`src/rtl/video_pkg.sv`:
```
package video_pkg;

	typedef logic [15:0] bus_adr_t;
	typedef logic [7:0]  bus_data_t;
	typedef logic [12:0] vram_adr_t;
	typedef logic [7:0]  oam_adr_t;
	typedef logic [7:0]  ly_t;

	// low nibble of the 0xFF4x register address
	typedef enum logic [3:0] {
		reg_lcdc = 4'h0,
		reg_stat = 4'h1,
		reg_ly   = 4'h4,
		reg_lyc  = 4'h5
	} ppu_reg_e;

	typedef enum logic [1:0] {
		dma_idle,
		dma_copy,
		dma_drain
	} dma_state_e;

	localparam bus_adr_t vram_first  = 16'h8000;
	localparam bus_adr_t vram_last   = 16'h9FFF;
	localparam bus_adr_t oam_first   = 16'hFE00;
	localparam bus_adr_t oam_last    = 16'hFE9F;
	localparam bus_adr_t ppu_base    = 16'hFF40;
	localparam bus_adr_t dma_reg_adr = 16'hFF46;

	localparam int oam_len         = 160;  // bytes per OAM DMA transfer
	localparam int lines_per_frame = 154;
	localparam int vblank_line     = 144;

endpackage

```
`src/rtl/gb_memmap.sv`:
```
`timescale 1ns/1ps

module gb_memmap (
	input  video_pkg::bus_adr_t adr,
	input  logic                en,
	output logic                sel_vram,
	output logic                sel_oam,
	output logic                sel_ppu,
	output logic                sel_dma_reg,
	output logic                sel_ext,
	output video_pkg::ppu_reg_e reg_sel
);
	import video_pkg::*;

	logic ppu_hit;

	// only the four implemented registers in 0xFF4x are claimed by the PPU
	always_comb begin
		ppu_hit = 1'b0;
		reg_sel = reg_lcdc;
		if (adr[15:4] == ppu_base[15:4]) begin
			case (adr[3:0])
			reg_lcdc, reg_stat, reg_ly, reg_lyc: begin
				ppu_hit = 1'b1;
				reg_sel = ppu_reg_e'(adr[3:0]);
			end
			default: ;
			endcase
		end
	end

	assign sel_vram    = en && (adr >= vram_first) && (adr <= vram_last);
	assign sel_oam     = en && (adr >= oam_first) && (adr <= oam_last);
	assign sel_ppu     = en && ppu_hit;
	assign sel_dma_reg = en && (adr == dma_reg_adr);
	assign sel_ext     = en && !(sel_vram || sel_oam || sel_ppu || sel_dma_reg);

	always_comb begin
		assert #0 ($onehot0({sel_vram, sel_oam, sel_ppu, sel_dma_reg, sel_ext}))
			else $error("gb_memmap: more than one select for address %h", adr);
	end

endmodule

```
`config.mk`:
```
export PLATFORM = sky130hd
export DESIGN_NAME = gb_memmap
export DESIGN_NICKNAME = d
export VERILOG_FILES = /design/src/rtl/video_pkg.sv /design/src/rtl/gb_memmap.sv
export SDC_FILE = /design/constraint.sdc
export NUM_CORES = 1
export LEC_CHECK = 0
export ABC_CLOCK_PERIOD_IN_PS = 1700
export BUFFER_PORTS_ARGS = -buffer_cell sky130_fd_sc_hd__buf_4
export CAP_MARGIN = 20
export CORE_AREA = 2 2 39 41
export DETAILED_ROUTE_END_ITERATION = 10
export DIE_AREA = 0 0 41 43
export PLACE_DENSITY_LB_ADDON = 0.3
export SYNTH_ARGS = -nofsm -noshare
export SYNTH_HDL_FRONTEND = slang
export SYNTH_SLANG_ARGS = --single-unit
export TNS_END_PERCENT = 100
```
`constraint.sdc`:
```
create_clock -name vclk -period 1.7
set_input_delay 0.085 -clock vclk [all_inputs]
set_output_delay 0.085 -clock vclk [all_outputs]
set_load 0.005 [all_outputs]
```
==> impl_metrics.csv <==
group,metric,value,unit
die,num_io_pins,26,
die,die_y,43,um
routing,post_drt_wl_per_cell,8.78,um
worst_setup_path,worstPathCellList,"buf_6, or4_4, or4_4, nor3_2, buf_4",
sta,drv_slew,0,
cells_and_area,finalCoreUtilization,26.4,%
synthesis,postSynthCellCount,24,
synthesis,yosysSeqAreaShare,0,%
cells_and_area,final_layout_size_suffix_gt1_share,63.8,%
synthesis,yosysUniqueCellTypes,18,
synthesis,yosys-top-cells-area,"nor3b_2 15%, or4_4 13%, buf_4 8.9%",
grt,gr-usage-all-layers,5.79,%
cells_and_area,clockBufferCount,0,
routing,drc,0,
worst_setup_path,worstPathArrival,1.58,ns
die,core-area,0.00138,sq mm
placed_design,place_area,358,sq um
cells_and_area,seq_area,0,sq um
power,peakVddDrop,0.0323,mV
cells_and_area,nFlopsAndLatches,0,
routing,routed_wirelength,553,um
power,power,0.0000559,W
synthesis,syn_area,169,sq um
sta,fmax,599,MHz
worst_setup_path,crit_path_start_kind,"input pin",
power,leakagePower,0.167,nW
grt,grt_max_degree,6,
worst_hold_path,min_path_type,"in -> out",
worst_setup_path,crit_path_max_fanout,4,
cells_and_area,area_delta_synth_final,116,%
die,fp.dieArea,0.00176,sq mm
grt,first_global_vias,215,
routing,dr.pass1.iters,1,
sta,rsz0062_at_grt,"true",
routing,drt_iter0_drc,0,
worst_setup_path,end_kind,"output port",
grt,antenna_found_initial,0,
synthesis,synth.largest_area_cell,"nor3b_2",
worst_setup_path,cpPeakStageDelay,0.57,ns
die,rows,14,
routing,ant_nets,0,
sta,period_needed,1.67,ns
worst_setup_path,path_class,"in -> out",
cells_and_area,nets,66,
clocking,cts_hold_buf,0,
synthesis,synth_warnings,0,
routing,via_per_inst,4.11,
worst_setup_path,cp_data_required_time,1.62,ns
placed_design,portBuffers,24,
die,die_w,41,um
grt,grt_pass1_wl,772,um
grt,overflow,0,
sta,setup_viol,0,
cells_and_area,design_area,365,sq um
cells_and_area,fillers,164,
placed_design,gp_congestion,0.617,
sta,post-route-period-util,98.2,%
worst_setup_path,cp_slowest_cell,"or4_4",
routing,vias,259,
die,start_util,12.2,%
synthesis,synth.avg_cell_area,7.04,sq um
sta,finalHoldViolCount,0,
power,pwr_density_cell,153,mW/mm^2
worst_setup_path,cpMostUsedCell,"or4_4",
flow_run,drv_cap,0,
outcome,outcome,"completed",
cells_and_area,diodes,0,
synthesis,yosysTopAreaCellShare,14.8,%
-- power by group --
group / total, W / switching [W] / internal [W]
Clock: 0 / 0 / 0
Sequential: 0 / 0 / 0
Combinational: 0.0000559 / 0.0000191 / 0.0000368
-- cells by family (layout without fill, tap and decap cells) --
group                  count (synthesis)  after routing  share of synthesized area [%]
and+or+nand+nor                       15             15                           67.4
buffers and inverters                  4             26                           13.3
other                                  1              2                           2.22
AOI/OAI and AO/OA                      4              4                           17.0
-- metrics by stage --
stage	hold slack (ns)	setup TNS, ns	setup slack, ns	cells
detailed placement	0.437	0	0.0153	63
floorplan	0.193	0	0.254	25
CTS	0.436	0	0.0122	63
global placement	0.436	0	0.0127	63
global route	0.438	-0.0472	-0.0271	63
finish	0.432	0	0.0301	63
-- repair_timing --
item,in CTS,in global routing
setup endpoints to repair,0,4
setup buffers,0,0
resized for setup,0,2
-- final cells by class --
type               count  area [sq um]  share of cell area (%)
inverters              2          7.51                    2.05
multi-input cells     21           150                    41.1
well taps             16          20.0                    5.48
repair buffers        24           188                    51.4
-- worst max-delay path, delay by kind of cell --
family | cells | cell delay (ns)
buffers and inverters | 2 | 0.22
AND/OR/NAND/NOR | 3 | 1.29
-- cells in the mapped netlist, drive strengths merged --
cell    n
nand3b  1
nor3    2
o211ai  1
conb    1
buf     2
inv     2
nand3   1
nor4b   1
o22ai   1
a211oi  1
nor3b   2
nor2    2
or4     2
nand4   1
o21a    1
or3b    1
nand2   2
-- per-layer routing --
layer | track usage [%] | vias to the layer above | wire, um
met5 | 0 | - | 0
met4 | 0 | 0 | 0
met3 | 1.57 | 0 | 80
met2 | 11.9 | 11 | 294
met1 | 5.38 | 114 | 178
li1 | - | 134 | -
-- final timing paths --
kind  slack (ns)  startpoint  cells after the start     endpoint
max         0.03      adr[3]                      5  sel_dma_reg
min         0.43      adr[8]                      3      sel_oam
-- cell usage in the layout, fill, tap and decap left out --
cell type,instances
buf_4,22
nand2_1,2
or4_4,2
nor3b_2,2
inv_1,2
nor2_1,2
conb_1,2
buf_6,2
nand4_1,1
nand3_1,1
o21a_1,1
nor4b_1,1
nor3_1,1
nand3b_1,1
nor3_2,1
or3b_2,1
a211oi_1,1
o211ai_1,1
o22ai_1,1
(Power assumes the default switching activity.)
