## src/rtl/video_pkg.sv

```systemverilog
package video_pkg;

	typedef logic [15:0] bus_adr_t;
	typedef logic [7:0]  bus_data_t;
	typedef logic [12:0] vram_adr_t;
	typedef logic [7:0]  oam_adr_t;
	typedef logic [7:0]  ly_t;

	// low nibble of the 0xFF4x register address
	typedef enum logic [3:0] {
		reg_lcdc = 4'h0,
		reg_stat = 4'h1,
		reg_ly   = 4'h4,
		reg_lyc  = 4'h5
	} ppu_reg_e;

	typedef enum logic [1:0] {
		dma_idle,
		dma_copy,
		dma_drain
	} dma_state_e;

	localparam bus_adr_t vram_first  = 16'h8000;
	localparam bus_adr_t vram_last   = 16'h9FFF;
	localparam bus_adr_t oam_first   = 16'hFE00;
	localparam bus_adr_t oam_last    = 16'hFE9F;
	localparam bus_adr_t ppu_base    = 16'hFF40;
	localparam bus_adr_t dma_reg_adr = 16'hFF46;

	localparam int oam_len         = 160;  // bytes per OAM DMA transfer
	localparam int lines_per_frame = 154;
	localparam int vblank_line     = 144;

endpackage

```

## src/rtl/lr35902_oam.sv

```systemverilog
`timescale 1ns/1ps

module lr35902_oam (
	input  logic                 gbclk,
	input  video_pkg::oam_adr_t  adr,
	input  video_pkg::bus_data_t din,
	input  logic                 rd,
	input  logic                 wr,
	output video_pkg::bus_data_t dout
);
	import video_pkg::*;

	bus_data_t mem [0:oam_len-1];
	logic      in_range;

	assign in_range = (adr < oam_adr_t'(oam_len));

	always_ff @(posedge gbclk) begin
		if (wr && in_range) begin
			mem[adr] <= din;
		end
	end

	always_ff @(posedge gbclk) begin
		if (rd) begin
			dout <= in_range ? mem[adr] : 8'hFF;  // the unused tail reads as open bus
		end
	end

	assert property (@(posedge gbclk) wr |-> in_range)
		else $error("lr35902_oam: write to index %0d", adr);

endmodule

```

## config.mk

```make
export PLATFORM = sky130hd
export DESIGN_NAME = lr35902_oam
export DESIGN_NICKNAME = d
export VERILOG_FILES = /design/src/rtl/video_pkg.sv /design/src/rtl/lr35902_oam.sv
export SDC_FILE = /design/constraint.sdc
export NUM_CORES = 1
export LEC_CHECK = 0
export BUFFER_PORTS_ARGS = -buffer_cell sky130_fd_sc_hd__buf_2
export CAP_MARGIN = 20
export CORE_ASPECT_RATIO = 1.75
export CORE_MARGIN = 3
export CORE_UTILIZATION = 50
export DETAILED_ROUTE_END_ITERATION = 6
export PLACE_DENSITY = 0.65
export RECOVER_POWER = 25
export SETUP_SLACK_MARGIN = 0.5
export SYNTH_ARGS = -nofsm -noshare
export SYNTH_HDL_FRONTEND = slang
export SYNTH_SLANG_ARGS = --single-unit
```

## constraint.sdc

```tcl
create_clock -name gbclk -period 3 [get_ports gbclk]
set_clock_uncertainty 0.15 [all_clocks]
set_input_delay 0.15 -clock gbclk [delete_from_list [all_inputs] [get_ports gbclk]]
set_output_delay 0.15 -clock gbclk [all_outputs]
set_load 0.01 [all_outputs]
```

==> Implementation_results.wiki <==
{| class="wikitable"
! Metric !! Value
|-
| Fin worst setup slack || 0.4564 ns
|-
| CTS root buffer || sky130_fd_sc_hd__clkbuf_16
|-
| Overall Power || 35.50 mW
|-
| Worst-skew pair later-pin latency || 0.72 ns
|-
| End of the worst register-to-register path || dout[1]$_SDFFCE_PP1P_
|-
| Post-synthesis async set-or-reset flop share || 0%
|-
| Count of flip-flops with a built-in enable after synthesis || 1,288
|-
| Die width || 245.8 um
|-
| Max-Slew Margin vs Limit || -37.37%
|-
| Total placed instance area || 0.05454 sq mm
|-
| Final hold violation count || 0
|-
| FMAX || 393.1 MHz
|-
| Category of cells accounting for the largest share of critical-path delay || buffers and inverters
|-
| Critical Path Sink Type || register
|-
| Design Area, Final || 0.05807 sq mm
|-
| Period Utilization, post-route || 84.79%
|-
| Place WS || -0.4010 ns
|-
| Clock power frac || 38.5%
|-
| Switching pwr || 7.583 mW
|-
| Synth Instances || 2,379
|-
| Start point of the worst hold path || adr[7]
|-
| Sequential Power Share || 55.9%
|-
| Synth Cell Area || 0.05030 sq mm
|-
| Setup-violating endpoint count in the final report || 0
|-
| Total of flip-flops plus latches after synthesis || 1,288
|-
| Number of rows created at floorplan || 153
|-
| Net switching share of the total power || 21.36%
|-
| Data arrival time of the critical path || 2.84 ns
|-
| Total die area || 0.1046 sq mm
|-
| Hold-critical path endpoint || dout[0]$_SDFFCE_PP1P_
|-
| Most used cells in the layout excluding fill and tap cells || sky130_fd_sc_hd__edfxtp_1, sky130_fd_sc_hd__buf_4, sky130_fd_sc_hd__mux4_2
|-
| Power per cell area || 611.4 mW/mm^2
|-
| Post-route non-filler standard cell count || 4,178
|-
| First DRT Iteration DRCs || 2,538
|-
| Count of boundary I/O pins || 27
|-
| Final Net Count || 2,797
|-
| Net count of the mapped netlist || 2,398
|-
| Number of antenna violations at the first check in global routing || 3
|-
| Required time at the worst-slack endpoint || 3.30 ns
|-
| Number of cells in the design after placement || 3,973
|-
| Routed Antenna Nets || 0
|-
| Setup slack, reg-to-reg || 0.48 ns
|-
| Leading cell type in the layout, fill and taps excluded || sky130_fd_sc_hd__edfxtp_1
|-
| Overall global routing resource usage || 25.45%
|-
| Via density per instance || 6.153
|-
| TritonCTS Buffers || 109
|-
| Number of library cell types mapped by synthesis || 56
|-
| Summed negative setup slack over all endpoints || 0 ns
|-
| Worst Hold Depth || 4
|-
| Kind of start point of the critical path || input pin
|-
| Worst-margin pin slew || 2.061 ns
|-
| Slowest cell on crit path || sky130_fd_sc_hd__clkbuf_1
|-
| Max Fanout on Critical Path || 44
|-
| Number of detailed-route iterations in the first pass || 6
|-
| Cell count of the worst reg-to-reg path || 5
|-
| Number of max-slew violations in the final report || 353
|-
| Total of buffers placed on input and output ports || 26
|-
| Vias after detailed routing || 25,708
|-
| Max Buffers Root-to-Sink || 3
|-
| Clock sink total || 1,288
|-
| Pin count of the biggest net entering global routing || 161
|-
| Combinational share of power || 5.6%
|-
| Class of the most critical setup path || input pin to register
|-
| Highest ir drop seen on vdd || 421.1 uV
|-
| Wire length of the first global-routing pass || 189.1 mm
|-
| Worst reg2reg path startpoint || mem[37][1]$_DFFE_PP_
|-
| Minimum clock period || 2.544 ns
|-
| Main synth FF type || sky130_fd_sc_hd__edfxtp_1
|-
| P_leak || 18.93 nW
|-
| DRC violation count after routing || 0
|-
| Placeable Area || 0.09955 sq mm
|-
| Type of the tightest min-delay check || input pin to register
|-
| Failing checks || capacitance limit, slew limit
|-
| Clock transition at the registers of the reported paths || 0.06 ns
|-
| Area added between synthesis and finish || 15.43%
|-
| Sequential cell area fraction in the yosys report || 76.89%
|-
| Delay of the slowest cell on the worst path || 1.46 ns
|-
| Average wire per cell in the routed design || 31.27 um
|-
| # H-tree levels || 3
|-
| TritonCTS clock tree || built
|-
| Share of final-layout standard cells stronger than drive strength 1 || 29.43%
|-
| Via count of the first global-routing pass || 26,815
|-
| Sum of routed wire length over all layers || 130.7 mm
|-
| Total of max-cap violations || 5
|-
| Worst Path Buf+Inv || 3
|-
| Placed wire-length estimate || 88.24 mm
|-
| Post-synthesis average cell area || 21.14 sq um
|-
| Unrepaired setup endpoints after global routing || true
|-
| Count of inserted antenna diode cells || 0
|-
| Syn. warnings || 0
|-
| Cell-by-cell listing of the critical path || dlygate4sd3_1 -> clkbuf_1 -> buf_4
|-
| Internal Power || 27.92 mW
|-
| Routability cong. || 0.9427
|-
| Initial cell density of the core || 50.53%
|-
| Chip height || 425.6 um
|-
| Total gr overflow || 0
|-
| Number of fillers in the final layout || 7,237
|-
| Run status || finished with violations
|}
## power groups by stage
| stage | Clock [mW] | Combinational, mW | Sequential (mW) |
|---|---|---|---|
| 6_report | 13.7 | 2.00 | 19.9 |
| 5_1_grt | 14.6 | 2.08 | 19.8 |
| 4_1_cts | 13.9 | 2.00 | 19.8 |
| 3_5_place_dp | 0 | 1.98 | 20.2 |
| 3_3_place_gp | 0 | 1.94 | 20.2 |
| 2_1_floorplan | 0 | 0.975 | 20.2 |
## flip-flops by register name (all words and copies together) (netlist names)
| register | cells |
|---|---|
| dout | 8 |
| mem | 1280 |
## through the flow
stage	utilization (%)	hold slack, ns
after global routing	58.33	0.08516
after floorplan	-	0.09887
final	58.33	0.1274
after global placement	54.79	0.3841
after CTS	58.35	0.01450
after detailed placement	54.79	0.3889
## per-layer routing
layer | track usage, % | part of all wire [%] | vias up | wire, um
met1 | 29.90 | 34 | 13562 | 44850
met3 | 4.576 | 6.7 | 314 | 8706
met2 | 44.57 | 53 | 1123 | 69120
met5 | 0 | 0.028 | - | 37
li1 | - | - | 10703 | -
met4 | 13.47 | 6.1 | 6 | 7940
## cell type report
type	count	area (sq um)	share of cell area [%]
flip-flops and latches	1288	38680	66.61
multi-input cells	954	10720	18.46
repair buffers	425	3642	6.273
clock buffers	119	2786	4.799
well taps	1317	1648	2.838
clock inverters	75	593.1	1.021
## how the worst max path moves through the flow
stage                         start                    end  slack, ns  depth (start not counted)
6_report                     din[6]   mem[98][6]$_DFFE_PP_       0.46                          3
4_1_cts        mem[93][5]$_DFFE_PP_  dout[5]$_SDFFCE_PP1P_       0.48                          5
3_3_place_gp                 adr[0]  dout[5]$_SDFFCE_PP1P_      -0.41                          8
3_5_place_dp                 adr[0]  dout[5]$_SDFFCE_PP1P_      -0.40                          8
5_1_grt                      din[3]  mem[151][3]$_DFFE_PP_       0.30                          3
2_1_floorplan                adr[1]   mem[48][0]$_DFFE_PP_       0.49                          8
## Yosys cell counts (16+ instances only)
master / count / area, sq um
sky130_fd_sc_hd__mux4_1: 21 / 551.8
sky130_fd_sc_hd__a21oi_1: 59 / 295.3
sky130_fd_sc_hd__buf_6: 22 / 247.7
sky130_fd_sc_hd__nor2_1: 174 / 653.1
sky130_fd_sc_hd__mux4_2: 242 / 5450
sky130_fd_sc_hd__nor2b_1: 17 / 106.4
sky130_fd_sc_hd__buf_2: 31 / 155.2
sky130_fd_sc_hd__a22oi_1: 117 / 878.3
sky130_fd_sc_hd__mux2i_1: 161 / 1612
sky130_fd_sc_hd__buf_8: 16 / 240.2
sky130_fd_sc_hd__nand2_1: 36 / 135.1
sky130_fd_sc_hd__clkbuf_1: 33 / 123.9
sky130_fd_sc_hd__edfxtp_1: 1288 / 38680
## kinds of logic after synthesis
| group | after synthesis | synth area share, % |
|---|---|---|
| flip-flops | 1288 | 76.89 |
| AND/OR/NAND/NOR | 290 | 2.545 |
| AO/OA/AOI/OAI | 234 | 3.251 |
| multiplexers | 430 | 15.27 |
| buffers and inverters | 137 | 2.045 |
## worst register-to-register path, delay by kind of cell, from the launching register on
family          cells  cell delay, ns
mux                 1            0.55
flops               1            0.37
simple gates        1            0.14
compound gates      3            1.04
## what timing repair did
| item | CTS | global route |
|---|---|---|
| endpoints found under the hold margin | 486 | 0 |
| endpoints found under the setup margin | 3 | 5 |
| pin swaps | 1 | 4 |
| setup buffers | 0 | 0 |
| gates resized for setup | 8 | 7 |
| cloned | 0 | 0 |
| hold buffers | 11 | 0 |
No activity file was read; power rests on OpenSTA's default activity.
