--- src/rtl/video_pkg.sv ---
package video_pkg;

	typedef logic [15:0] bus_adr_t;
	typedef logic [7:0]  bus_data_t;
	typedef logic [12:0] vram_adr_t;
	typedef logic [7:0]  oam_adr_t;
	typedef logic [7:0]  ly_t;

	// low nibble of the 0xFF4x register address
	typedef enum logic [3:0] {
		reg_lcdc = 4'h0,
		reg_stat = 4'h1,
		reg_ly   = 4'h4,
		reg_lyc  = 4'h5
	} ppu_reg_e;

	typedef enum logic [1:0] {
		dma_idle,
		dma_copy,
		dma_drain
	} dma_state_e;

	localparam bus_adr_t vram_first  = 16'h8000;
	localparam bus_adr_t vram_last   = 16'h9FFF;
	localparam bus_adr_t oam_first   = 16'hFE00;
	localparam bus_adr_t oam_last    = 16'hFE9F;
	localparam bus_adr_t ppu_base    = 16'hFF40;
	localparam bus_adr_t dma_reg_adr = 16'hFF46;

	localparam int oam_len         = 160;  // bytes per OAM DMA transfer
	localparam int lines_per_frame = 154;
	localparam int vblank_line     = 144;

endpackage

--- src/rtl/lr35902_ppu_regs.sv ---
`timescale 1ns/1ps

module lr35902_ppu_regs #(
	parameter int unsigned line_cycles = 456
) (
	input  logic                 gbclk,
	input  logic                 rst_n,
	input  video_pkg::ppu_reg_e  reg_sel,
	input  logic                 rd,
	input  logic                 wr,
	input  video_pkg::bus_data_t din,
	output video_pkg::bus_data_t dout,
	output logic                 irq_vblank,
	output logic                 irq_stat
);
	import video_pkg::*;

	localparam int cnt_w = $clog2(line_cycles);

	bus_data_t        lcdc;
	logic [3:0]       stat_ie;  // writable STAT bits 6 to 3
	ly_t              ly;
	ly_t              lyc;
	ly_t              ly_next;
	logic [cnt_w-1:0] cyc;
	logic             line_end;
	logic             lyc_flag;

	////////////////////////////////////////////////////////////////////////////
	// line timing

	assign line_end = lcdc[7] && (cyc == cnt_w'(line_cycles - 1));
	assign ly_next  = (ly == ly_t'(lines_per_frame - 1)) ? ly_t'(0) : ly + 1'b1;
	assign lyc_flag = (ly == lyc);

	always_ff @(posedge gbclk) begin
		if (!rst_n) begin
			cyc        <= '0;
			ly         <= '0;
			irq_vblank <= 1'b0;
			irq_stat   <= 1'b0;
		end else begin
			irq_vblank <= line_end && (ly_next == ly_t'(vblank_line));
			irq_stat   <= line_end && stat_ie[3] && (ly_next == lyc);  // LYC coincidence enable
			if (!lcdc[7]) begin
				cyc <= '0;
				ly  <= '0;
			end else if (line_end) begin
				cyc <= '0;
				ly  <= ly_next;
			end else begin
				cyc <= cyc + 1'b1;
			end
		end
	end

	////////////////////////////////////////////////////////////////////////////
	// register file

	always_ff @(posedge gbclk) begin
		if (!rst_n) begin
			lcdc    <= '0;
			stat_ie <= '0;
			lyc     <= '0;
		end else if (wr) begin
			case (reg_sel)
			reg_lcdc: lcdc    <= din;
			reg_stat: stat_ie <= din[6:3];
			reg_lyc:  lyc     <= din;
			default: ;  // LY is read only
			endcase
		end
	end

	always_ff @(posedge gbclk) begin
		if (rd) begin
			case (reg_sel)
			reg_lcdc: dout <= lcdc;
			reg_stat: dout <= {1'b1, stat_ie, lyc_flag, 2'b00};  // mode bits stay 0
			reg_ly:   dout <= ly;
			reg_lyc:  dout <= lyc;
			default:  dout <= 8'hFF;
			endcase
		end
	end

	assert property (@(posedge gbclk) disable iff (!rst_n) ly < ly_t'(lines_per_frame))
		else $error("lr35902_ppu_regs: LY out of range");

	assert property (@(posedge gbclk) disable iff (!rst_n) irq_vblank |=> !irq_vblank)
		else $error("lr35902_ppu_regs: vblank pulse longer than one cycle");

endmodule

--- config.mk ---
export PLATFORM = sky130hd
export DESIGN_NAME = lr35902_ppu_regs
export DESIGN_NICKNAME = d
export VERILOG_FILES = /design/src/rtl/video_pkg.sv /design/src/rtl/lr35902_ppu_regs.sv
export SDC_FILE = /design/constraint.sdc
export NUM_CORES = 1
export LEC_CHECK = 0
export ABC_AREA = 1
export BUFFER_PORTS_ARGS = -buffer_cell sky130_fd_sc_hd__buf_2
export CAP_MARGIN = 15
export CORE_MARGIN = 3
export CORE_UTILIZATION = 60
export CTS_BUF_LIST = sky130_fd_sc_hd__clkbuf_4
export CTS_CLUSTER_DIAMETER = 80
export DETAILED_ROUTE_END_ITERATION = 16
export GPL_ROUTABILITY_DRIVEN = 0
export PLACE_DENSITY = 0.77
export SYNTH_ARGS = -nofsm -noshare
export SYNTH_HDL_FRONTEND = slang
export SYNTH_SLANG_ARGS = --single-unit
--- constraint.sdc ---
create_clock -name gbclk -period 3.4 [get_ports gbclk]
set_input_delay 0.34 -clock gbclk [delete_from_list [all_inputs] [get_ports gbclk]]
set_output_delay 0.34 -clock gbclk [all_outputs]
set_load 0.05 [all_outputs]
==> results of run 1 <==
per-layer routing:
| layer | wire, um | up-vias | GRT usage (%) |
|---|---|---|---|
| met5 | 0 | - | 0 |
| met4 | 58 | 0 | 8.189 |
| met3 | 395 | 5 | 5.348 |
| met2 | 2514 | 77 | 40.76 |
| met1 | 2534 | 991 | 34.41 |
| li1 | - | 1094 | - |
final timing paths:
kind                    from    endpoint  cells after the start
setup / recovery      cyc[0]      cyc[6]                      7
hold / removal        din[7]     lcdc[7]                      3
setup reg to reg      cyc[0]      cyc[6]                      7
hold reg to reg   stat_ie[1]  stat_ie[1]                      2
per-stage QoR:
stage | power, mW | hold slack, ns
6_report | 0.9203 | 0.2651
5_1_grt | 0.9570 | 0.2591
4_1_cts | 0.9252 | 0.2461
3_5_place_dp | 0.6641 | 0.4458
3_3_place_gp | 0.6634 | 0.4474
2_1_floorplan | 0.6384 | 0.4235
cells by family (layout without fill, tap and decap cells):
kind of cell | after synthesis | count (layout)
AOI/OAI and AO/OA | 75 | 75
xor gates and xnor gates | 7 | 7
adders and majority gates | 3 | 3
buffers and inverters | 53 | 79
DFF | 47 | 47
and+or+nand+nor | 125 | 125
cell usage after synthesis:
master / count
inv_2: 1
nand2_4: 2
o21ai_0: 23
o21a_1: 1
dfxtp_1: 39
o221ai_1: 4
nor2_2: 4
o22ai_1: 10
edfxtp_1: 8
a221oi_1: 1
a211oi_1: 1
ha_1: 3
buf_12: 1
clkbuf_1: 2
o2111ai_1: 2
buf_4: 2
nand2_2: 3
nand3_2: 1
nand2_1: 58
nand3_4: 1
inv_1: 45
buf_2: 2
nand3_1: 15
xor2_1: 5
nor3_2: 1
xnor2_1: 2
o21ai_1: 2
o211ai_1: 2
a21oi_1: 26
nand4_1: 8
nor3b_1: 3
a31oi_1: 2
nor2_1: 26
nor3_1: 3
o21bai_1: 1
worst max-delay path, delay by kind of cell, from the launching register on:
kind,cells,cell delay (ns)
AO/OA/AOI/OAI,2,0.24
adder cells (fa/ha/maj),1,0.22
buffers and inverters,1,0.06
flip-flops,1,0.39
AND/OR/NAND/NOR,3,0.63
flip-flops by register name, indices dropped and copies added (netlist names):
name	cells
dout	8
lyc	8
cyc	9
stat_ie	4
irq_vblank	1
lcdc	8
ly	8
irq_stat	1
power groups by stage:
stage | Sequential (mW) | Combinational [mW] | Clock, mW
finish | 0.581 | 0.0721 | 0.268
detailed placement | 0.593 | 0.0711 | 0
CTS | 0.581 | 0.0714 | 0.273
global placement | 0.593 | 0.0706 | 0
global route | 0.582 | 0.0795 | 0.296
floorplan | 0.608 | 0.0303 | 0
final cells by class:
cell class | instances | area, um2
Fill cell | 321 | 1171
Multi-Input combinational cell | 210 | 1110
Sequential cell | 47 | 1021
Inverter | 46 | 172.7
Timing Repair Buffer | 25 | 125.1
Tap cell | 48 | 60.06
Clock buffer | 6 | 45.04
Clock inverter | 2 | 11.26
==> key figures, run 1 <==
Final layout
  • Design Area, Final: 0.002545 mm2
  • Final Util: 68.48%
  • Antenna cells: 0
  • Fin cells: 384
  • Nets: 354
  • Most common cell after layout, fill and taps aside: nand2_1
  • Area Growth Syn to Fin: 8.019%
  • Most frequent cells in the layout: nand2_1, inv_1, dfxtp_1
  • Share of post-route cells with drive strength above 1: 13.69%

Floorplanning
  • Std-Cell Rows: 22
  • Initial core utilization: 63.40%
  • Die width: 68.67 um
  • Full die area: 0.004715 mm2
  • Core area: 0.003716 mm2
  • Die H: 68.67 um
  • IO Pins: 26

Logic synthesis
  • Post-synthesis adder-cell area fraction: 1.593%
  • Synthesis Warnings: 0
  • Synth Net Count: 329
  • Post-synthesis xor/xnor area fraction: 2.602%
  • Post-Synth Simple-Gate Area: 24.69%
  • Syn Inst Count: 310
  • Mux cell area share after synthesis: 0%
  • Area share of the largest cell type after synthesis: 33.14%
  • Register area share after synthesis: 43.34%
  • Cell Area, Synth: 0.002356 mm2
  • Avg Cell Area, Syn: 7.600 um2
  • Netlist cell types: 35
  • Seq cells post-synth: 47
  • Yosys top cell by area: dfxtp_1
  • Largest family of logic cells by synthesized area: simple AND/OR/NAND/NOR gates
  • Top post-synthesis cells by area: dfxtp_1, edfxtp_1, nand2_1, inv_1, a21oi_1
  • Area fraction in compound gates after synthesis: 18.22%

CTS
  • Cts hold-fix bufs: 0
  • Setup Buffers After CTS: 0
  • Max Buffers Root-to-Sink: 2
  • CTS tree: yes
  • Clk slew on worst S/H paths: 0.13 ns
  • CTS Buf Count: 5
  • Clk_lat worst skew: 0.37 ns
  • CTS root buffer: clkbuf_4
  • Num Clock Sinks: 47
  • CTS resizes: 0
  • H-tree Lvls: 2

STA
  • Final setup fails: 0
  • RSZ-0062 raised after global routing: no
  • Clock Skew: 0.01543 ns
  • Final period util: 48.53%
  • Period minus WS final: 1.650 ns
  • Slew HR: 62.89%
  • Worst setup margin: 1.750 ns
  • Pin slew with the least headroom to its limit: 0.5552 ns
  • Max frequency: 606.1 MHz
  • Final hold vios: 0
  • Setup TNS Final: 0 ns
  • Slew Limit Fails: 0

Routing
  • DRT Pass-1 Iters: 4
  • Average wire per standard cell: 14.33 um
  • Final WL: 5.503 mm
  • Iteration-0 DRC Markers: 237
  • DRC: 0
  • Final ANT Viol Nets: 0
  • Avg Vias per Cell: 5.643
  • Via count: 2167

Placement
  • Dpl ws: 1.685 ns
  • Dpl cells: 376
  • Port bufs: 25
  • Final HPWL DP: 4.207 mm
  • Placed Area: 0.002489 mm2

Pwr
  • Cell internal pwr: 0.6866 mW
  • Combinational power share: 7.8%
  • Net Sw Frac: 25.39%
  • Power Density: 361.6 mW/mm2
  • Clock share of power: 29.1%
  • Switch Pwr: 0.2337 mW
  • Share of power burned in registers: 63.1%
  • Leakage: 1.004 nW
  • Maximum vdd drop: 0.2858 mV

Critical path
  • Setup Crit Path Kind: register to register
  • Worst path required time: 3.65 ns
  • Worst setup SP type: register
  • CP arrival: 1.90 ns
  • Critical path capture point type: register
  • CP Cell Sequence: ha_1 -> inv_1 -> nor2_1 -> nand3_1 -> nand2_1 -> o21bai_1 -> a21oi_1
  • Worst path slowest cell: nand2_1
  • Largest stage delay on the critical path: 0.44 ns
  • Crit Path Max Fanout: 16
  • Flop2flop setup slack: 1.75 ns

Run status
  • Status: complete, no violations

Run
  • Max cap viols: 0

Global route
  • Largest net degree at the start of global routing: 24
  • Overflow after GRT: 0
  • Number of global-route vias before repair: 1929
  • Global-route wire length before repair: 8.804 mm
  • Antenna violations before repair: 0
  • Gr usage total: 25.56%

Min path
  • Min-delay worst type: input port to register
Note: power is estimated with default switching activity, not from simulation.
==> run 2, diff against run 1 <==
Settings changed: ABC_AREA 1 to 0.
Clock period 3.4 ns to 1.57 ns, I/O delays scaled along.
==> key figures, run 2 <==
Pwr
  • Share of power burned in registers: 61.8% (-1.3 points)
  • Clock share of power: 29.1% (about the same)
  • Net Sw Frac: 25.74% (+0.35 points)
  • Leakage: 1.368 nW (+36%)
  • Combinational power share: 9.1% (+1.3 points)
  • Maximum vdd drop: 0.5716 mV (+100%)
  • Power, Total: 2.022 mW (+120%)
  • Switch Pwr: 0.5204 mW (+120%)
  • Power Density: 623.4 mW/mm2 (+72%)
  • Cell internal pwr: 1.501 mW (+120%)

Logic synthesis
  • Synthesis Warnings: 0 (unchanged)
  • Post-synth EDFFs: 8 (unchanged)
  • Seq cells post-synth: 47 (unchanged)
  • Synth Net Count: 274 (-17%)
  • Top post-synthesis cells by area: dfxtp_1, edfxtp_1, mux2i_1, xor2_1, nor2b_1
  • Register area share after synthesis: 41.13% (-2.2 points)
  • Most common library cells after synthesis: dfxtp_1, nor2_1, mux2i_1, xor2_1, nor2b_1
  • Netlist cell types: 46 (+31%)
  • Top_reg_cell synth: dfxtp_1
  • Yosys top cell by area: dfxtp_1
  • Async set or reset register ratio after synthesis: 0% (unchanged)
  • Count leader, synth: dfxtp_1
  • Avg Cell Area, Syn: 9.735 um2 (+28%)
  • Cell Area, Synth: 0.002482 mm2 (+5.4%)
  • Syn Inst Count: 255 (-18%)
  • Area share of the largest cell type after synthesis: 31.45% (-1.7 points)

Global route
  • Global-route wire length before repair: 10.69 mm (+21%)
  • Number of global-route vias before repair: 2263 (+17%)
  • Largest net degree at the start of global routing: 25 (+4.2%)
  • Antenna violations before repair: 0 (unchanged)
  • Gr usage total: 27.43% (+1.9 points)
  • Overflow after GRT: 0 (unchanged)

Routing
  • Avg Vias per Cell: 6.160 (+9.2%)
  • Average wire per standard cell: 18.33 um (+28%)
  • DRC: 0 (unchanged)
  • Final ANT Viol Nets: 0 (unchanged)
  • Iteration-0 DRC Markers: 175 (-26%)
  • Via count: 2304 (+6.3%)
  • Final WL: 6.856 mm (+25%)
  • DRT Pass-1 Iters: 4 (unchanged)

STA
  • Final setup fails: 10 (+10)
  • Max frequency: 548.3 MHz (-9.5%)
  • Final period util: 116.2% (+68 points)
  • Slew Limit Fails: 0 (unchanged)
  • Period minus WS final: 1.824 ns (+0.1741 ns)
  • Clock Skew: 0.02193 ns (+0.006496 ns)
  • Pin slew with the least headroom to its limit: 0.4256 ns (-0.1296 ns)
  • Worst setup margin: -0.2539 ns (-2.004 ns)
  • Final hold vios: 0 (unchanged)
  • Slew HR: 71.57% (+8.7 points)
  • RSZ-0062 raised after global routing: yes

Critical path
  • Worst path required time: 1.87 ns (-1.78 ns)
  • Largest stage delay on the critical path: 0.42 ns (-0.02 ns)
  • Setup Crit Path Kind: register to register
  • CP Cell Sequence: buf_12 -> ha_4 -> nand3_1 -> buf_4 -> nor2_1 -> xnor2_1 -> nand3_1 -> nor4_2
  • Critical path capture point type: register
  • CP dominant cell by count: nand3_1
  • Worst path slowest cell: dfxtp_4
  • Worst setup SP type: register
  • Crit Path Max Fanout: 4 (-12)
  • CP arrival: 2.12 ns (+0.22 ns)

Final layout
  • Most frequent cells in the layout: buf_4, dfxtp_1, buf_2
  • Antenna cells: 0 (unchanged)
  • Nets: 344 (-2.8%)
  • Area Growth Syn to Fin: 30.65%
  • FILL cells: 220 (-31%)
  • Largest register FFs: 9 (unchanged)
  • Final Util: 84.76% (+16 points)
  • Most common cell after layout, fill and taps aside: buf_4
  • Largest reg by FF count: cyc
  • Share of post-route cells with drive strength above 1: 37.73% (+24 points)

CTS
  • CTS tree: yes
  • H-tree Lvls: 2 (unchanged)
  • CTS Buf Count: 5 (unchanged)
  • Clk_lat worst skew: 0.37 ns (about the same)
  • Num Clock Sinks: 47 (unchanged)
  • Cts hold-fix bufs: 0 (unchanged)
  • CTS root buffer: clkbuf_4
  • Clk slew on worst S/H paths: 0.15 ns (+0.02 ns)
  • Max Buffers Root-to-Sink: 2 (unchanged)

Floorplanning
  • Initial core utilization: 64.88% (+1.5 points)
  • IO Pins: 26 (unchanged)
  • Std-Cell Rows: 22 (unchanged)
  • Die H: 70.32 um (+2.4%)
  • Core area: 0.003826 mm2 (+3.0%)
  • Full die area: 0.004945 mm2 (+4.9%)
  • Die width: 70.32 um (+2.4%)

Run
  • Max cap viols: 0 (unchanged)

Run status
  • Failing checks: negative setup slack
  • Status: finished, violations left

Placement
  • Port bufs: 25 (unchanged)
  • Final HPWL DP: 4.459 mm (+6.0%)

Min path
  • Min-delay worst type: input port to register
## run 2: cell count changes after synthesis, sizes merged, moves of 7 or more
cell and delta:
nand2 -50, inv -40, mux2i +20, o21ai -19, a21oi -18, nor2b +16
xor2 +15, o22ai -9, nor2 -7
## run 2: critical path: cells and delay by family (launching register included)
family / cells / cell delay, ns
buffers and inverters: 2 / 0.31
DFF: 1 / 0.42
adders and majority gates: 1 / 0.14
xor gates and xnor gates: 1 / 0.16
and+or+nand+nor: 4 / 0.72
## run 2: cell type report
type / instances / area (um2) / area share [%]
tap: 48 / 60.06 / 1.852
clock inverter: 2 / 11.26 / 0.3472
multi-input combinational: 186 / 1513 / 46.64
timing repair buffer: 79 / 554.3 / 17.09
sequential: 47 / 1037 / 31.98
inverter: 6 / 22.52 / 0.6944
clock buffer: 6 / 45.04 / 1.389
## run 2: repair_timing
item,in CTS,in global routing
resized for setup,14,22
buffers inserted,7,1
cloned,0,1
pin swaps,9,8
setup endpoints to repair,10,20
## run 2: worst paths after layout
check                                 from          to  slack [ns]  cells past startpoint
worst max-delay path                 ly[0]    irq_stat       -0.25                      8
worst min-delay path                din[5]  stat_ie[2]        0.05                      3
worst max register to register       ly[0]    irq_stat       -0.25                      8
worst min register to register  stat_ie[1]  stat_ie[1]        0.48                      2
## run 2: metal layers
layer | GRT usage, % | up-vias | routed length, um | part of all wire (%)
li1 | - | 1040 | - | -
met1 | 33.39 | 1096 | 2684 | 39
met2 | 46.47 | 118 | 3256 | 47
met3 | 5.036 | 50 | 536 | 7.8
met4 | 12.77 | 0 | 378 | 5.5
met5 | 0 | - | 0 | 0
## run 2: through the flow
stage	cell area [um2]	worst slack, ns	hold WS [ns]	setup TNS (ns)	cells
after floorplan	2519	-0.1109	0.2695	-0.1445	255
after global placement	2949	-0.04833	0.4274	-0.1577	357
after CTS	3117	-0.1224	0.04602	-0.5060	372
after global routing	3243	-0.4089	0.04907	-2.175	374
final	3243	-0.2539	0.04673	-1.073	374
after detailed placement	2949	-0.1297	0.4370	-0.5797	357
## run 2: power groups by stage
stage,registers [mW],clock network [mW],logic [mW]
after global placement,1.28,0,0.176
final,1.25,0.588,0.184
after CTS,1.25,0.587,0.179
after detailed placement,1.28,0,0.179
after global routing,1.25,0.644,0.197
after floorplan,1.32,0,0.0697
## run 2: cells by family after synthesis
kind of cell	after synthesis	share of synthesized area, %
AO/OA/AOI/OAI	30	8.367
XOR/XNOR	26	9.728
flip-flops	47	41.13
multiplexers	25	12.15
adder cells (fa/ha/maj)	3	1.512
buffers and inverters	22	4.183
AND/OR/NAND/NOR	102	22.93
