[config.mk]
export PLATFORM = sky130hd
export DESIGN_NAME = lr35902_dma
export DESIGN_NICKNAME = d
export VERILOG_FILES = /design/src/rtl/video_pkg.sv /design/src/rtl/lr35902_dma.sv
export SDC_FILE = /design/constraint.sdc
export NUM_CORES = 1
export LEC_CHECK = 0
export ABC_CLOCK_PERIOD_IN_PS = 3200
export BUFFER_PORTS_ARGS = -buffer_cell sky130_fd_sc_hd__clkbuf_2
export CORE_UTILIZATION = 45
export CTS_CLUSTER_DIAMETER = 80
export DETAILED_ROUTE_END_ITERATION = 7
export GPL_TIMING_DRIVEN = 1
export PLACE_DENSITY_LB_ADDON = 0.1
export SYNTH_ARGS = -nofsm -noshare
export SYNTH_HDL_FRONTEND = slang
export SYNTH_SLANG_ARGS = --single-unit
[constraint.sdc]
create_clock -name gbclk -period 3.2 [get_ports gbclk]
set_input_delay 0.64 -clock gbclk [delete_from_list [all_inputs] [get_ports gbclk]]
set_output_delay 0.64 -clock gbclk [all_outputs]
set_load 0.05 [all_outputs]
[src/rtl/video_pkg.sv]
package video_pkg;

	typedef logic [15:0] bus_adr_t;
	typedef logic [7:0]  bus_data_t;
	typedef logic [12:0] vram_adr_t;
	typedef logic [7:0]  oam_adr_t;
	typedef logic [7:0]  ly_t;

	// low nibble of the 0xFF4x register address
	typedef enum logic [3:0] {
		reg_lcdc = 4'h0,
		reg_stat = 4'h1,
		reg_ly   = 4'h4,
		reg_lyc  = 4'h5
	} ppu_reg_e;

	typedef enum logic [1:0] {
		dma_idle,
		dma_copy,
		dma_drain
	} dma_state_e;

	localparam bus_adr_t vram_first  = 16'h8000;
	localparam bus_adr_t vram_last   = 16'h9FFF;
	localparam bus_adr_t oam_first   = 16'hFE00;
	localparam bus_adr_t oam_last    = 16'hFE9F;
	localparam bus_adr_t ppu_base    = 16'hFF40;
	localparam bus_adr_t dma_reg_adr = 16'hFF46;

	localparam int oam_len         = 160;  // bytes per OAM DMA transfer
	localparam int lines_per_frame = 154;
	localparam int vblank_line     = 144;

endpackage

[src/rtl/lr35902_dma.sv]
`timescale 1ns/1ps

module lr35902_dma (
	input  logic                 gbclk,
	input  logic                 rst_n,
	input  logic                 start,
	input  video_pkg::bus_data_t page,
	input  logic                 src_vram,
	input  video_pkg::bus_data_t src_data,
	output video_pkg::bus_adr_t  src_adr,
	output logic                 src_rd,
	output video_pkg::oam_adr_t  oam_adr,
	output video_pkg::bus_data_t oam_din,
	output logic                 oam_wr,
	output logic                 busy,
	output logic                 drive_ext
);
	import video_pkg::*;

	dma_state_e state;
	bus_data_t  page_q;
	oam_adr_t   idx;
	oam_adr_t   idx_q;    // index of the byte in flight
	logic       valid_q;

	always_ff @(posedge gbclk) begin
		if (!rst_n) begin
			state   <= dma_idle;
			idx     <= '0;
			valid_q <= 1'b0;
		end else begin
			valid_q <= (state == dma_copy);
			case (state)
			dma_idle: begin
				if (start) begin
					state <= dma_copy;
					idx   <= '0;
				end
			end
			dma_copy: begin
				idx <= idx + 1'b1;
				if (idx == oam_adr_t'(oam_len - 1)) begin
					state <= dma_drain;  // last byte still returning
				end
			end
			dma_drain: state <= dma_idle;
			default:   state <= dma_idle;
			endcase
		end
	end

	always_ff @(posedge gbclk) begin
		if ((state == dma_idle) && start) begin
			page_q <= page;
		end
		idx_q <= idx;
	end

	assign src_adr   = {page_q, idx};
	assign src_rd    = (state == dma_copy);
	assign oam_adr   = idx_q;
	assign oam_din   = src_data;
	assign oam_wr    = valid_q;
	assign busy      = (state != dma_idle);
	assign drive_ext = src_rd && !src_vram;

	assert property (@(posedge gbclk) disable iff (!rst_n) oam_wr |-> state != dma_idle)
		else $error("lr35902_dma: OAM write while idle");

endmodule

==> flow_summary.json, run 1 <==
{
  "hold_viol": 0,
  "p_leak_nw": 0.5243,
  "path_clk_slew_ns": 0.13,
  "final_common_cell": "clkbuf_2",
  "yosysWarnings": 0,
  "postCtsHoldBufs": 0,
  "p_seq_frac": 0.628,
  "multi_input_area_um2": 275.3,
  "rrSetupSlack_ns": 1.68,
  "vias": 743,
  "grt_first_pass_wirelength_mm": 3.084,
  "portBuffers": 39,
  "wl_per_cell_um": 12.70,
  "maxSlewHeadroom": 0.7221,
  "viasPerCell": 5.232,
  "clock_tree.buffer_depth": 2,
  "endpoint_kind": "primary output",
  "globalplace.congestion": 0.7944,
  "ctsHtreeMaxLevel": 1,
  "setup_viol": 0,
  "worst_slew_pin_slew_ns": 0.4116,
  "holdPathStages": 0,
  "dp_hpwl_mm": 1.368,
  "fillers": 198,
  "n_antenna_cell": 0,
  "post-route-drc-count": 0,
  "clock-root-buffer": "clkbuf_4",
  "rsz0062_at_grt": "no",
  "synth_area_um2": 979.7,
  "crit_path_start_kind": "flip-flop",
  "rr_worst_depth": 2,
  "slew_violations": 0,
  "io_pins": 56,
  "p_sw_frac": 0.2682,
  "grt_antenna_before_repair": 0,
  "totalWireLength_mm": 1.803,
  "cts_sinks": 27,
  "area_growth_pct": 19.41,
  "yosysSeqAreaShare": 0.6335,
  "slowest_delay_ns": 0.44,
  "postCtsSetupBuffers": 0,
  "worstSkewPairLatency_ns": 0.32,
  "final_nets": 137,
  "arrival_ns": 1.43,
  "final.setup.worst_slack_ns": 1.126,
  "drive_gt1_frac": 0.4174,
  "combPwrFrac": 0.137,
  "maxCapViolCount": 0,
  "regArea_um2": 620.6,
  "start_util": 0.4894,
  "ys_ff_latch": 27,
  "rows": 16,
  "cts_inserted_buffers": 3,
  "mostFrequentLayoutCells": "39 x clkbuf_2, 19 x dfxtp_1, 8 x edfxtp_1, 6 x a21oi_1, 5 x inv_1",
  "fin_crit_sh": 0.6483,
  "critical_path_class": "flip-flop to primary output",
  "timing.fmax_ghz": 0.4821,
  "die_w_um": 48.66,
  "synth_top_cell_by_area": "dfxtp_1",
  "ant_nets": 0,
  "grt_pass1_vias": 686,
  "core_area_um2": 2002,
  "synthTopCellsByArea": "dfxtp_1 39%, edfxtp_1 25%, buf_4 6.1%, a21oi_1 3.1%, o211ai_1 2.3%",
  "drtPass1Iterations": 4,
  "cts_resized": 0,
  "fin_setup_tns_ns": 0,
  "fin_skew_ns": 0.004682,
  "critPathSlowestCell": "dfxtp_1",
  "p_clk_frac": 0.235,
  "grtUsageTotal": 0.1718,
  "syn_inst": 81,
  "required_ns": 2.56,
  "p_int_mw": 0.4310,
  "drtIter0Drc": 6,
  "hp-class": "flip-flop to flip-flop",
  "place_ws_ns": 1.306,
  "die_area_um2": 2368,
  "netlist.area_leader.share": 0.3883,
  "overflow": 0,
  "power_per_cell_area_nw_per_um2": 503.4,
  "syn-num-nets": 102,
  "postSynthAreaPerCell_um2": 12.09,
  "p_sw_mw": 0.1580,
  "path_cells": "nand2b_1 -> inv_1 -> clkbuf_2",
  "ir_drop_v": 0.0002710,
  "cts_tree": "done",
  "die_height_um": 48.66,
  "synth_cell_types": 30,
  "grt_max_degree": 15,
  "min_period_ns": 2.074,
  "status": "finished clean",
  "critical_path.max_fanout": 6
}
==> routing by layer <==
metal | up-vias | GRT usage | part of all wire
met5 | - | 0 | 0
met4 | 0 | 0.08333 | 0.016
met3 | 5 | 0.03459 | 0.068
met2 | 38 | 0.2708 | 0.48
met1 | 345 | 0.2247 | 0.43
li1 | 355 | - | -
==> cells by family after synthesis <==
kind of cell	Yosys count	synth area share
AOI/OAI and AO/OA	16	0.1137
muxes	1	0.01022
adders and majority gates	1	0.01277
and+or+nand+nor	22	0.1443
buffers and inverters	14	0.08557
DFF	27	0.6335
==> registers in the layout, summed over array words and instances (netlist names) <==
register	cells
state	2
idx	8
page_q	8
oam_wr	1
oam_adr	8
==> power by group through the flow <==
stage	sequential, mW	combinational (mW)	clock (mW)
final	0.370	0.0808	0.138
after global routing	0.371	0.0863	0.157
after CTS	0.370	0.0813	0.144
after detailed placement	0.377	0.0813	0
after global placement	0.377	0.0804	0
after floorplan	0.410	0.0533	0
==> cells in the mapped netlist <==
master	count
o21bai_1	1
nand2_1	2
a211oi_1	1
or4_4	1
dfxtp_1	19
o21a_1	1
o311a_1	1
buf_2	1
nand3_1	3
nand3b_1	1
buf_4	8
a21oi_1	6
edfxtp_1	8
inv_1	5
nor2_1	4
and3_2	1
or3b_2	1
a21oi_2	1
and3_1	1
o211ai_1	3
o311ai_0	1
nand4b_1	1
nor4bb_1	1
nand4_2	1
a41oi_1	1
or2_2	1
mux2i_1	1
or3_1	3
nand2b_1	1
ha_1	1
==> final timing paths <==
check	start	to
max reg2reg	state[1]	page_q[6]
min reg2reg	idx[7]	oam_adr[7]
min	idx[7]	oam_adr[7]
max	state[0]	src_rd
==> through the flow <==
stage	util	power (mW)	cell area, µm²	std cells	hold WS, ns
after CTS	0.5844	0.5957	1170	142	0.4109
after global placement	0.5713	0.4573	1144	138	0.3938
after floorplan	-	0.4637	979.7	81	0.5889
final	0.5844	0.5889	1170	142	0.4073
after detailed placement	0.5713	0.4587	1144	138	0.3925
after global routing	0.5844	0.6141	1170	142	0.4259
==> worst max-delay path: cells and delay by family, from the launching register on <==
| family | cells | cell delay, ns |
|---|---|---|
| buffers and inverters | 2 | 0.49 |
| flip-flops | 1 | 0.44 |
| AND/OR/NAND/NOR | 1 | 0.19 |
==> final cells by class <==
cell class / count / share of cell area
clock buffers: 4 / 0.02246
well taps: 27 / 0.02888
multi-input cells: 40 / 0.2353
inverters: 5 / 0.01604
flip-flops and latches: 27 / 0.5305
repair buffers: 39 / 0.1668
Note: power is estimated with default switching activity, not from simulation.
==> inputs of run 2 (changes only) <==
--- a/config.mk
+++ b/config.mk
@@ -5,9 +5,9 @@
 export SDC_FILE = /design/constraint.sdc
 export NUM_CORES = 1
 export LEC_CHECK = 0
-export ABC_CLOCK_PERIOD_IN_PS = 3200
+export ABC_CLOCK_PERIOD_IN_PS = 1900
 export BUFFER_PORTS_ARGS = -buffer_cell sky130_fd_sc_hd__clkbuf_2
-export CORE_UTILIZATION = 45
+export CORE_UTILIZATION = 38
 export CTS_CLUSTER_DIAMETER = 80
 export DETAILED_ROUTE_END_ITERATION = 7
 export GPL_TIMING_DRIVEN = 1
==> constraint.sdc (replaced) <==
create_clock -name gbclk -period 1.9 [get_ports gbclk]
set_input_delay 0.38 -clock gbclk [delete_from_list [all_inputs] [get_ports gbclk]]
set_output_delay 0.38 -clock gbclk [all_outputs]
set_load 0.05 [all_outputs]
==> run 2 against run 1 <==
Compared with the run above: sequential cell count unchanged; clock skew up 0.0048 ns; hold slack worse by 0.17 ns; utilization down 11 points; critical endpoint unchanged.
==> flow_summary.json, run 2 (synthesis gave the netlist of run 1 again) <==
{
  "mostFrequentLayoutCells": "39 x clkbuf_2, 19 x dfxtp_1, 8 x edfxtp_1, 6 x a21oi_1, 5 x inv_1",
  "place_area_um2": 1147,
  "path_cells": "nand2b_1 -> inv_1 -> clkbuf_2",
  "endpoint_kind": "primary output",
  "critPathBufInv": 2,
  "r2r_start": "state[1]",
  "cts_sinks": 27,
  "hp-class": "input port to flip-flop",
  "setup_viol": 0,
  "maxSlewHeadroom": 0.7158,
  "hold_path.startpoint": "page[5]",
  "area_growth_pct": 19.80,
  "grt_first_pass_wirelength_mm": 2.808,
  "critical_path.max_fanout": 6,
  "slowest_delay_ns": 0.37,
  "ant_nets": 0,
  "ctsHtreeMaxLevel": 1,
  "drive_gt1_frac": 0.4174,
  "final_nets": 137,
  "cts_tree": "done",
  "grt_antenna_before_repair": 0,
  "fin_area_um2": 1174,
  "n_antenna_cell": 0,
  "status": "finished clean",
  "clock-root-buffer": "clkbuf_4",
  "globalplace.congestion": 0.8094,
  "viasPerCell": 4.931,
  "crit_path_start_kind": "flip-flop",
  "grtUsageTotal": 0.1440,
  "post-route-drc-count": 0,
  "die_w_um": 52.78,
  "critPathSlowestCell": "dfxtp_1",
  "totalWireLength_mm": 1.783,
  "crit_start": "state[1]",
  "overflow": 0,
  "arrival_ns": 1.39,
  "drtPass1Iterations": 5,
  "grt_pass1_vias": 636,
  "clock_tree.buffer_depth": 2,
  "start_util": 0.3991,
  "final_common_cell": "clkbuf_2",
  "fin_setup_tns_ns": 0,
  "worst_slew_pin_slew_ns": 0.4210,
  "cts_inserted_buffers": 3,
  "drtIter0Drc": 14,
  "die_area_um2": 2785,
  "min_period_ns": 1.773,
  "dp_hpwl_mm": 1.339,
  "power_per_cell_area_nw_per_um2": 843.8,
  "hold_viol": 0,
  "timing.fmax_ghz": 0.5642,
  "cts_resized": 0,
  "fin_crit_sh": 0.9329,
  "p_leak_nw": 0.5243,
  "fin_util": 0.4781,
  "portBuffers": 39,
  "io_pins": 56,
  "slew_violations": 0,
  "hold_slack_ns": 0.2387,
  "required_ns": 1.52,
  "ir_drop_v": 0.0004630,
  "die_height_um": 52.78,
  "rsz0062_at_grt": "no",
  "fin_skew_ns": 0.009473,
  "critical_path_class": "flip-flop to primary output",
  "wl_per_cell_um": 12.30,
  "core_area_um2": 2455,
  "grt_max_degree": 15,
  "maxCapViolCount": 0,
  "vias": 715,
  "postCtsHoldBufs": 0,
  "worstSkewPairLatency_ns": 0.32,
  "path_clk_slew_ns": 0.12,
  "crit_family": "buffers and inverters",
  "rows": 18,
  "postCtsSetupBuffers": 0
}
-- run 2: power by group --
| part | leakage (nW) | switching [mW] | internal [mW] |
|---|---|---|---|
| Sequential | 0.230 | 0.00866 | 0.613 |
| Clock | 0.0150 | 0.151 | 0.0821 |
| Combinational | 0.279 | 0.105 | 0.0304 |
| Total | 0.524 | 0.265 | 0.726 |
-- run 2: final cells by class --
class	instances	area, µm²
Multi-Input combinational cell	40	275.3
Sequential cell	27	620.6
Tap cell	30	37.54
Clock buffer	4	26.28
Fill cell	243	1281
Timing Repair Buffer	39	195.2
Inverter	5	18.77
-- run 2: path summary, 6_finish.rpt --
kind                              endpoint  cells after the start  slack (ns)
worst max-delay path                src_rd                      3        0.13
worst min-delay path             page_q[5]                      1        0.24
worst max register to register   page_q[5]                      2        0.36
worst min register to register  oam_adr[1]                      0        0.41
-- run 2: per-layer routing --
layer	up-vias	GRT usage	wire, µm
li1	354	-	-
met1	309	0.1885	846
met2	35	0.2068	715
met3	17	0.02609	147
met4	0	0.1096	73
met5	-	0	0
-- run 2: worst reg2reg max path, delay by kind of cell (launching register included) --
family	cells	cell delay (ns)
buf+inv	1	0.30
simple gates	1	0.56
flops	1	0.37
-- run 2: metrics by stage --
stage | setup WS, ns | instances | total power, mW
final | 0.1275 | 145 | 0.9903
after global routing | 0.03337 | 145 | 1.029
after CTS | 0.1147 | 145 | 1.005
after detailed placement | 0.2515 | 141 | 0.7728
after global placement | 0.2980 | 141 | 0.7704
after floorplan | 0.2392 | 81 | 0.7811
==> inputs of run 3 (changes only) <==
==> constraint.sdc (replaced) <==
create_clock -name gbclk -period 1.9 [get_ports gbclk]
set_input_delay 0.57 -clock gbclk [delete_from_list [all_inputs] [get_ports gbclk]]
set_output_delay 0.57 -clock gbclk [all_outputs]
set_load 0.05 [all_outputs]
==> run 3 against run 2 <==
Compared with the run above: final cell count rose by 0.69%; clock power rose by 3%; die area did not move; utilization rose by 0.97 points; routed wire length rose by 4.5%; hold slack improved by 0.18 ns; first-iteration DRC count fell by 21%; register-to-register slack improved by 0.05 ns; sequential power barely moved; clock skew fell by 0.0050 ns; combinational power rose by 5%; largest power group unchanged.
==> flow_summary.json, run 3 (synthesis gave the netlist of run 1 again) <==
{
  "stdcell_count": 146,
  "setup_viol": 0,
  "globalplace.congestion": 0.7952,
  "grt_pass1_vias": 643,
  "maxSlewHeadroom": 0.7500,
  "die_height_um": 52.78,
  "io_pins": 56,
  "grt_first_pass_wirelength_mm": 2.911,
  "timing.fmax_ghz": 0.5411,
  "post-route-drc-count": 0,
  "arrival_ns": 1.28,
  "ir_drop_v": 0.0004937,
  "portBuffers": 39,
  "area_growth_pct": 22.22,
  "hp-class": "flip-flop to flip-flop",
  "ctsHtreeMaxLevel": 1,
  "overflow": 0,
  "rrSetupSlack_ns": 0.41,
  "status": "finished clean",
  "p_leak_nw": 0.5353,
  "clock_tree.buffer_depth": 2,
  "worst_slew_pin_slew_ns": 0.3703,
  "maxCapViolCount": 0,
  "cts_sinks": 27,
  "grt_busiest_layer": "met2",
  "final_nets": 138,
  "clock-root-buffer": "clkbuf_4",
  "path_clk_slew_ns": 0.13,
  "rsz0062_at_grt": "yes",
  "critical_path.max_fanout": 6,
  "grt_antenna_before_repair": 0,
  "place_ws_ns": 0.1628,
  "slew_violations": 0,
  "critical_path_class": "flip-flop to primary output",
  "rows": 18,
  "dp.cells": 142,
  "cts_tree": "done",
  "endpoint_kind": "primary output",
  "totalWireLength_mm": 1.864,
  "required_ns": 1.33,
  "vias": 722,
  "grt_use_met2": 0.2278,
  "die_area_um2": 2785,
  "hold_viol": 0,
  "start_util": 0.3991,
  "crit_path_start_kind": "flip-flop",
  "n_antenna_cell": 0,
  "core_area_um2": 2455,
  "cts_inserted_buffers": 3,
  "fin_crit_sh": 0.9726,
  "wl_per_cell_um": 12.77,
  "final.setup.worst_slack_ns": 0.05203,
  "fin_skew_ns": 0.004454,
  "postCtsSetupBuffers": 0,
  "drtIter0Drc": 11,
  "die_w_um": 52.78,
  "regArea_um2": 621.8,
  "mostFrequentLayoutCells": "37 x clkbuf_2, 18 x dfxtp_1, 8 x edfxtp_1, 6 x a21oi_1, 5 x inv_1",
  "grt_util_met3": 0.03188,
  "cts_resized": 4,
  "viasPerCell": 4.945,
  "multi_input_area_um2": 277.8,
  "grt_max_degree": 16,
  "drtPass1Iterations": 3,
  "dp_hpwl_mm": 1.388,
  "final_common_cell": "clkbuf_2",
  "power_per_cell_area_nw_per_um2": 839.3,
  "postCtsHoldBufs": 0,
  "min_period_ns": 1.848,
  "fillers": 226,
  "grtUsageTotal": 0.1495,
  "worstSkewPairLatency_ns": 0.32,
  "grt_util_met1": 0.1836,
  "ant_nets": 0,
  "drive_gt1_frac": 0.4483
}
run 3: cell types whose count changed in the layout (fill, tap and decap cells not counted), sizes merged:
cell and delta:
buf +2, clkbuf -2, clkinv +1
run 3: worst max-delay path, cell delays in order, from the launching register on:
cell and delay, ns:
dfxtp_1 0.36, nand2b_2 0.24, inv_1 0.16, clkbuf_8 0.21
run 3: worst paths after layout:
kind / from / cells after the start / end
setup reg to reg: idx[0] / 4 / state[0]
hold reg to reg: idx[1] / 0 / oam_adr[1]
setup / recovery: state[1] / 3 / src_rd
hold / removal: idx[1] / 0 / oam_adr[1]
run 3: metrics by stage:
stage          hold slack [ns]  total power [mW]    util  TNS [ns]  instance area, µm²
6_report                0.4141             1.005  0.4878         0                1197
3_5_place_dp            0.3954            0.7758  0.4704         0                1155
3_3_place_gp            0.3936            0.7730  0.4704         0                1155
2_1_floorplan           0.5889            0.7811       -         0               979.7
4_1_cts                 0.4085             1.019  0.4867         0                1195
5_1_grt                 0.4061             1.035  0.4878  -0.02703                1197
run 3: layer usage:
metal,up-vias,wire length [µm]
met5,-,0
met4,0,49
met3,14,130
met2,26,809
met1,324,874
li1,358,-
run 3: where the power goes:
part | leakage [nW] | switching, mW | internal, mW | total [mW]
Clock | 0.0177 | 0.160 | 0.0788 | 0.239
Combinational | 0.287 | 0.107 | 0.0363 | 0.143
Sequential | 0.231 | 0.00925 | 0.614 | 0.623
run 3: cell type report:
class,instances,area share
Tap cell,30,0.03135
Inverter,5,0.01567
Timing Repair Buffer,40,0.1787
Clock buffer,3,0.01881
Sequential cell,27,0.5193
Multi-Input combinational cell,40,0.2320
Clock inverter,1,0.004180
